**config.mk**
```make
export PLATFORM = sky130hd
export DESIGN_NAME = bubble_drive_top
export DESIGN_NICKNAME = d
export VERILOG_FILES = /design/src/hdl/drive_geometry_pkg.sv /design/src/hdl/drive_timing_pkg.sv /design/src/hdl/shift_sequencer.sv /design/src/hdl/channel_buffer.sv /design/src/hdl/bubble_output_stage.sv /design/src/hdl/bubble_drive_top.sv
export SDC_FILE = /design/constraint.sdc
export NUM_CORES = 2
export LEC_CHECK = 0
export BUFFER_PORTS_ARGS = -buffer_cell sky130_fd_sc_hd__buf_4
export CORE_ASPECT_RATIO = 0.7
export CORE_MARGIN = 3
export CORE_UTILIZATION = 45
export CTS_CLUSTER_DIAMETER = 200
export DETAILED_ROUTE_END_ITERATION = 16
export SKIP_LAST_GASP = 1
export SLEW_MARGIN = 25
export SYNTH_ARGS = -nofsm -noshare
export SYNTH_HDL_FRONTEND = slang
export SYNTH_SLANG_ARGS = --single-unit
```
**constraint.sdc**
```tcl
create_clock -name master_clock -period 3.8 [get_ports master_clock]
set_input_delay 0.57 -clock master_clock [delete_from_list [all_inputs] [get_ports master_clock]]
set_output_delay 0.57 -clock master_clock [all_outputs]
set_load 0.02 [all_outputs]
```
**src/hdl/drive_geometry_pkg.sv**
```systemverilog
package drive_geometry_pkg;

    // Channel 0 is odd, channel 1 is even
    localparam int NUM_CHANNELS = 2;

    // One page of bubble positions
    localparam int PAGE_POSITIONS = 1920;
    localparam int POS_WIDTH = 11;

    // Page counter wraps from 4095 to 0
    localparam int PAGE_WIDTH = 12;

    // Image select DIP switch
    localparam int IMAGE_WIDTH = 3;

    // Flash address of a page start
    localparam int PAGE_ADDR_WIDTH = 22;

    // Zero bits under the page field, one page is 128 bytes
    localparam int PAGE_OFFSET_WIDTH = PAGE_ADDR_WIDTH - IMAGE_WIDTH - PAGE_WIDTH;

endpackage

```
**src/hdl/drive_timing_pkg.sv**
```systemverilog
package drive_timing_pkg;

    typedef enum logic [1:0]
    {
        st_idle,
        st_access,
        st_shift,
        st_done
    } seq_state_t;

    // Flops in each host strobe synchroniser
    localparam int SYNC_STAGES = 2;

    // Delay from a detected shift request to the first read strobe
    localparam int ACCESS_CYCLES = 8;

    // Clock cycles per bit position
    localparam int BIT_CYCLES = 4;

    // Counter covers both the access delay and the bit period
    localparam int CYCLE_CNT_WIDTH =
        $clog2((ACCESS_CYCLES > BIT_CYCLES) ? ACCESS_CYCLES : BIT_CYCLES);

endpackage

```
**src/hdl/shift_sequencer.sv**
```systemverilog
`timescale 1ns/10ps

module shift_sequencer
    import drive_geometry_pkg::*;
    import drive_timing_pkg::*;
(
    input  logic                       master_clock,
    input  logic                       rst,
    input  logic                       power_good,
    input  logic                       bubble_shift_enable,
    input  logic                       replicator_enable,
    input  logic                       bootloop_enable,
    input  logic [IMAGE_WIDTH-1:0]     image_dip_switch,
    output logic [POS_WIDTH-1:0]       read_address,
    output logic                       read_strobe,
    output logic                       bit_window,
    output logic                       load_page,
    output logic                       load_bootloader,
    output logic [PAGE_ADDR_WIDTH-1:0] start_of_page_address
);

    // Bit 0 shift, bit 1 replicator, bit 2 bootloop
    logic [2:0]                 sync_q [SYNC_STAGES];
    logic [2:0]                 strobe_sync;
    logic [1:0]                 strobe_prev;

    logic                       shift_req;
    logic                       repl_req;
    logic                       shift_released;
    logic                       bootloop;

    seq_state_t                 state;
    logic [CYCLE_CNT_WIDTH-1:0] cycle_cnt;
    logic [PAGE_WIDTH-1:0]      page_cnt;
    logic                       last_position;

    assign strobe_sync = sync_q[SYNC_STAGES-1];

    // Strobes are active low, a request is a falling edge
    assign shift_req      = strobe_prev[0] & ~strobe_sync[0];
    assign repl_req       = strobe_prev[1] & ~strobe_sync[1];
    assign shift_released = strobe_sync[0];
    assign bootloop       = strobe_sync[2];

    assign last_position = (read_address == POS_WIDTH'(PAGE_POSITIONS - 1));

    // Synchronisers keep running while power is low, so held levels
    // do not look like fresh edges when power returns
    always_ff @(posedge master_clock)
    begin
        if (rst)
        begin
            for (int i = 0; i < SYNC_STAGES; i++)
            begin
                sync_q[i] <= 3'b011;
            end
            strobe_prev <= 2'b11;
        end
        else
        begin
            sync_q[0] <= {bootloop_enable, replicator_enable, bubble_shift_enable};
            for (int i = 1; i < SYNC_STAGES; i++)
            begin
                sync_q[i] <= sync_q[i-1];
            end
            strobe_prev <= strobe_sync[1:0];
        end
    end

    always_ff @(posedge master_clock)
    begin
        if (rst || !power_good)
        begin
            state        <= st_idle;
            cycle_cnt    <= '0;
            read_address <= '0;
            read_strobe  <= 1'b0;
            bit_window   <= 1'b0;
        end
        else
        begin
            read_strobe <= 1'b0;
            case (state)
                st_idle:
                begin
                    if (shift_req)
                    begin
                        state     <= st_access;
                        cycle_cnt <= CYCLE_CNT_WIDTH'(ACCESS_CYCLES - 1);
                    end
                end
                st_access:
                begin
                    if (shift_released)
                    begin
                        state <= st_idle;
                    end
                    else if (cycle_cnt == '0)
                    begin
                        state        <= st_shift;
                        read_address <= '0;
                        read_strobe  <= 1'b1;
                        bit_window   <= 1'b1;
                        cycle_cnt    <= CYCLE_CNT_WIDTH'(BIT_CYCLES - 1);
                    end
                    else
                    begin
                        cycle_cnt <= cycle_cnt - 1'b1;
                    end
                end
                st_shift:
                begin
                    if (shift_released)
                    begin
                        // Host gave up mid page
                        state      <= st_idle;
                        bit_window <= 1'b0;
                    end
                    else if (cycle_cnt == '0)
                    begin
                        if (last_position)
                        begin
                            state      <= st_done;
                            bit_window <= 1'b0;
                        end
                        else
                        begin
                            read_address <= read_address + 1'b1;
                            read_strobe  <= 1'b1;
                            cycle_cnt    <= CYCLE_CNT_WIDTH'(BIT_CYCLES - 1);
                        end
                    end
                    else
                    begin
                        cycle_cnt <= cycle_cnt - 1'b1;
                    end
                end
                st_done:
                begin
                    if (shift_released)
                    begin
                        state <= st_idle;
                    end
                end
            endcase
        end
    end

    // Page stepping, only between shifts
    always_ff @(posedge master_clock)
    begin
        if (rst || !power_good)
        begin
            page_cnt        <= '0;
            load_page       <= 1'b0;
            load_bootloader <= 1'b0;
        end
        else
        begin
            load_page       <= 1'b0;
            load_bootloader <= 1'b0;
            if (repl_req && (state == st_idle || state == st_done))
            begin
                if (bootloop)
                begin
                    page_cnt        <= '0;
                    load_bootloader <= 1'b1;
                end
                else
                begin
                    page_cnt  <= page_cnt + 1'b1;
                    load_page <= 1'b1;
                end
            end
        end
    end

    // Image in the top bits, page below, 128 byte aligned
    always_ff @(posedge master_clock)
    begin
        start_of_page_address <= {image_dip_switch, page_cnt, {PAGE_OFFSET_WIDTH{1'b0}}};
    end

endmodule

```
**src/hdl/channel_buffer.sv**
```systemverilog
`timescale 1ns/10ps

module channel_buffer
    import drive_geometry_pkg::*;
(
    input  logic                 master_clock,
    input  logic                 rst,
    input  logic                 write_enable,
    input  logic                 write_strobe,
    input  logic [POS_WIDTH-1:0] write_address,
    input  logic                 write_bit,
    input  logic                 read_strobe,
    input  logic [POS_WIDTH-1:0] read_address,
    output logic                 channel_bit
);

    logic page_mem [PAGE_POSITIONS];
    logic write_hit;

    // Write enable is active low, addresses past the page are dropped
    assign write_hit = write_strobe && !write_enable &&
                       (write_address < POS_WIDTH'(PAGE_POSITIONS));

    always_ff @(posedge master_clock)
    begin
        if (write_hit)
        begin
            page_mem[write_address] <= write_bit;
        end
    end

    // Bit holds for the whole position
    always_ff @(posedge master_clock)
    begin
        if (rst)
        begin
            channel_bit <= 1'b0;
        end
        else if (read_strobe)
        begin
            channel_bit <= page_mem[read_address];
        end
    end

endmodule

```
**src/hdl/bubble_output_stage.sv**
```systemverilog
`timescale 1ns/10ps

module bubble_output_stage
    import drive_geometry_pkg::*;
(
    input  logic                    master_clock,
    input  logic                    rst,
    input  logic                    bit_window,
    input  logic [NUM_CHANNELS-1:0] channel_bits,
    output logic                    bubble_out_odd,
    output logic                    bubble_out_even
);

    logic                    window_d;
    logic [NUM_CHANNELS-1:0] gated_bits;
    logic [NUM_CHANNELS-1:0] out_q;

    // Buffer read costs one cycle
    always_ff @(posedge master_clock)
    begin
        if (rst)
        begin
            window_d <= 1'b0;
        end
        else
        begin
            window_d <= bit_window;
        end
    end

    // Line stays at 0 outside the window
    assign gated_bits = channel_bits & {NUM_CHANNELS{window_d}};

    always_ff @(posedge master_clock)
    begin
        if (rst)
        begin
            out_q <= '0;
        end
        else
        begin
            out_q <= gated_bits;
        end
    end

    assign bubble_out_odd  = out_q[0];
    assign bubble_out_even = out_q[1];

endmodule

```
**src/hdl/bubble_drive_top.sv**
```systemverilog
`timescale 1ns/10ps

module bubble_drive_top
    import drive_geometry_pkg::*;
(
    input  logic                       master_clock,
    input  logic                       rst,

    input  logic                       power_good,
    input  logic                       bubble_shift_enable,
    input  logic                       replicator_enable,
    input  logic                       bootloop_enable,
    input  logic [IMAGE_WIDTH-1:0]     image_dip_switch,

    input  logic                       bubble_buffer_write_enable,
    input  logic                       bubble_buffer_write_strobe,
    input  logic [POS_WIDTH-1:0]       bubble_buffer_write_address,
    input  logic [NUM_CHANNELS-1:0]    bubble_buffer_data_input,

    output logic                       bubble_out_odd,
    output logic                       bubble_out_even,
    output logic                       load_page,
    output logic                       load_bootloader,
    output logic [PAGE_ADDR_WIDTH-1:0] start_of_page_address
);

    logic [POS_WIDTH-1:0]    read_address;
    logic                    read_strobe;
    logic                    bit_window;
    logic [NUM_CHANNELS-1:0] channel_bits;

    shift_sequencer sequencer_i
    (
        .master_clock          (master_clock),
        .rst                   (rst),
        .power_good            (power_good),
        .bubble_shift_enable   (bubble_shift_enable),
        .replicator_enable     (replicator_enable),
        .bootloop_enable       (bootloop_enable),
        .image_dip_switch      (image_dip_switch),
        .read_address          (read_address),
        .read_strobe           (read_strobe),
        .bit_window            (bit_window),
        .load_page             (load_page),
        .load_bootloader       (load_bootloader),
        .start_of_page_address (start_of_page_address)
    );

    // Data bit i belongs to channel i
    for (genvar ch = 0; ch < NUM_CHANNELS; ch++)
    begin : g_channel
        channel_buffer buffer_i
        (
            .master_clock  (master_clock),
            .rst           (rst),
            .write_enable  (bubble_buffer_write_enable),
            .write_strobe  (bubble_buffer_write_strobe),
            .write_address (bubble_buffer_write_address),
            .write_bit     (bubble_buffer_data_input[ch]),
            .read_strobe   (read_strobe),
            .read_address  (read_address),
            .channel_bit   (channel_bits[ch])
        );
    end

    bubble_output_stage output_stage_i
    (
        .master_clock    (master_clock),
        .rst             (rst),
        .bit_window      (bit_window),
        .channel_bits    (channel_bits),
        .bubble_out_odd  (bubble_out_odd),
        .bubble_out_even (bubble_out_even)
    );

endmodule

```
==> run_results.csv <==
group,metric,value,unit
critical_path,critPathCapture,"g_channel[0].buffer_i.channel_bit",
sta,tns,-0.141,ns
pwr,power.density,466,mW/mm²
floorplanning,fp.dieW,717,µm
grt,grt_max_degree,203,
clock_network,cts_tree,"yes",
sta,rsz0062_at_grt,"true",
critical_path,r2r_cells,15,
critical_path,worst_ep_arrival_time,4.75,ns
grt,antenna_found_initial,37,
clock_network,cts.sinks,3900,
sta,worstMarginPinSlew,1.20,ns
yosys,yosysWarnings,0,
critical_path,crit_required,4.68,ns
yosys,synth_area_leader_cell,"edfxtp_1",
pwr,power.total,85.5,mW
floorplanning,io_pins,50,
clock_network,clk_latency,0.93,ns
sta,slew_violations,0,
layout,syn_to_final_growth,15.4,%
clock_network,clockBufferDepth,4,
sta,hold_violations,0,
grt,grt_pass1_wl,734000,µm
yosys,syn_avg_cell_area,16.8,µm²
drt,firstDrtPassIters,6,
sta,worst_slack,-0.0713,ns
worst_hold_path,hold_path_class,"primary input to flip-flop",
drt,drt_wl_total,529000,µm
outcome,status,"finished, violations left",
outcome,violations,"negative setup slack",
yosys,synth_cell_types,74,
yosys,synth-seq-cells,3900,
yosys,ys_seq_area_share,73.2,%
critical_path,crit_path_end_kind,"flip-flop",
floorplanning,num_rows,182,
critical_path,crit_type,"flip-flop to flip-flop",
critical_path,r2r_start,"sequencer_i.read_address[1]",
drt,ant_nets,0,
yosys,syn_inst,9460,
sta,fin_crit_sh,102,%
layout,final_util,52.2,%
critical_path,path_max_fanout,18,
sta,final.min_clock_period,3.87,ns
drt,drtIter0Drc,15860,
drt,vias,95423,
yosys,synth-edff-count,3840,
yosys,synthTopCellsByArea,"edfxtp_1 (72%), mux4_2 (9.9%), nor2_1 (4.9%)",
clock_network,clkTransAtPathRegs,0.07,ns
clock_network,cts_max_level,5,
critical_path,r2r_slack,-0.07,ns
layout,finalInstanceArea,0.184,mm²
sta,skew,0.0598,ns
clock_network,cts_root_buf,"clkbuf_16",
yosys,yosysTopAreaCellShare,72.5,%
critical_path,worstSetupStartpointType,"flip-flop",
placed_design,routabilityCongestion,0.916,
grt,grt_use_total,29.0,%
floorplanning,chipHeight,503,µm
critical_path,r2r-end,"g_channel[0].buffer_i.channel_bit",
sta,setup_viol,2,
placed_design,dpl_cell_area,0.169,mm²
critical_path,cp-startpoint,"sequencer_i.read_address[1]",
yosys,async_flop_share,0,%
pwr,total_leakage_power,54.8,nW
placed_design,io_buffers,42,
yosys,yosysMostFrequentCell,"edfxtp_1",
drt,drc,0,
sta,slew_headroom,19.7,%
floorplanning,coreArea,0.352,mm²
grt,grt_pass1_vias,92735,
yosys,netlist_area,0.159,mm²
layout,nets,9956,
grt,overflow,0,
floorplanning,dieArea,0.361,mm²
pwr,peakVddDrop,0.404,mV
yosys,synth-main-ff-cell,"edfxtp_1",
drt,post_drt_wl_per_cell,35.4,µm
job,cap_violations,0,
sta,max_freq,258,MHz
drt,via_per_inst,6.39,
placed_design,dp_hpwl,315000,µm
yosys,synth_common_cells,"edfxtp_1 (3840), nor2_1 (2059), mux4_2 (700), mux2i_1 (617), clkbuf_1 (532)",
floorplanning,initial_utilization,45.2,%
clock_network,cts_made_buffers,379,
layout,fillerInstances,28121,
layout,drive_above_1_share,22.1,%
## worst max-delay path: stages, from the launching register on
cell and delay, ns:
dfxtp_4 0.44, buf_4 0.16, buf_12 0.14, buf_16 0.16, buf_8 0.23, mux4_2 0.23
nand2_1 0.07, nor4b_2 0.17, a211oi_2 0.24, buf_6 0.21, nand4_1 0.84, nor3_2 0.39
nor3_2 0.07, buf_4 0.16, nand3_4 0.07, a32o_1 0.15
## stage by stage
stage                     setup slack, ns  cells  hold slack, ns
after floorplan                     0.794   9466           0.349
after CTS                         0.00266  14862           0.103
after detailed placement           -0.795  14101           0.364
final                             -0.0713  14939           0.169
after global placement             -0.990  14100           0.356
after global routing              -0.0279  14913           0.106
## cells in the final DEF, fill, tap and decap left out, types with 41 or more instances in the layout
| cell type | Yosys | routed |
|---|---|---|
| edfxtp_1 | 3840 | 3840 |
| nor2_1 | 2059 | 2047 |
| mux4_2 | 700 | 700 |
| buf_4 | 73 | 631 |
| mux2i_1 | 617 | 611 |
| clkbuf_16 | 0 | 387 |
| o221ai_1 | 202 | 194 |
| nand2_1 | 218 | 178 |
| buf_12 | 2 | 156 |
| a21oi_1 | 157 | 149 |
| o22ai_1 | 141 | 138 |
| o21ai_0 | 101 | 91 |
| clkinv_1 | 1 | 83 |
| clkinv_2 | 0 | 68 |
| clkbuf_1 | 532 | 68 |
| dfxtp_1 | 60 | 52 |
| nor3_1 | 49 | 41 |
| a22oi_1 | 42 | 41 |
## repair_timing
item	in CTS	in global routing
cloned	17	2
setup buffers	60	46
gates resized for setup	135	59
pin swaps	22	27
hold buffers	11	0
endpoints found under the setup margin	2	2
endpoints found under the hold margin	15	0
## worst min path at each step
stage	startpoint	slack [ns]	to	cells past startpoint
2_1_floorplan	sequencer_i.page_cnt[11]	0.35	sequencer_i.start_of_page_address[18]	0
3_3_place_gp	sequencer_i.page_cnt[11]	0.36	sequencer_i.start_of_page_address[18]	0
3_5_place_dp	sequencer_i.page_cnt[11]	0.36	sequencer_i.start_of_page_address[18]	0
4_1_cts	bubble_buffer_data_input[0]	0.10	g_channel[0].buffer_i.page_mem[1826]	1
5_1_grt	bubble_buffer_data_input[1]	0.11	g_channel[1].buffer_i.page_mem[1831]	1
6_report	bubble_buffer_data_input[1]	0.17	g_channel[1].buffer_i.page_mem[1848]	1
## sequential cells by signal, summed over array words and instances, names as in the netlist, 2 cells and up
| signal | flops |
|---|---|
| sequencer_i.cycle_cnt | 3 |
| sequencer_i.page_cnt | 12 |
| sequencer_i.sync_q | 6 |
| sequencer_i.read_address | 11 |
| g_channel.buffer_i.page_mem | 3840 |
| output_stage_i.out_q | 2 |
| sequencer_i.strobe_prev | 2 |
| g_channel.buffer_i.channel_bit | 2 |
| sequencer_i.state | 2 |
| sequencer_i.start_of_page_address | 15 |
## cells by family after synthesis
| family | count (synthesis) | share of synthesized area (%) |
|---|---|---|
| and+or+nand+nor | 2548 | 6.42 |
| buffers and inverters | 812 | 2.51 |
| AOI/OAI and AO/OA | 834 | 3.66 |
| xor gates and xnor gates | 20 | 0.110 |
| DFF | 3900 | 73.2 |
| other | 1 | 0.00236 |
| muxes | 1336 | 14.0 |
| adders and majority gates | 9 | 0.0708 |
## layer usage
metal / GRT usage [%] / wire, µm / part of all wire [%]
met3: 9.50 / 76500 / 14
met4: 9.49 / 19700 / 3.7
met5: 0 / 127 / 0.024
met2: 42.1 / 229000 / 43
met1: 41.5 / 204000 / 39
## cell type report
cell class	instances	area, µm²	area share, %
diodes	30	75.1	0.0409
clock buffers	456	9930	5.41
clock inverters	219	1940	1.06
inverters	15	72.6	0.0395
multi-input cells	4754	39500	21.5
flip-flops and latches	3900	117000	63.5
well taps	4692	5870	3.20
repair buffers	873	9610	5.23
## report_power, final
part | total, mW | switching [mW] | internal (mW) | leakage, nW
Combinational | 1.24 | 1.03 | 0.208 | 14.0
Sequential | 47.2 | 0.00577 | 47.2 | 35.0
Clock | 37.0 | 16.4 | 20.6 | 5.79
Total | 85.5 | 17.5 | 68.0 | 54.8
Note: power is estimated with default switching activity, not from simulation.
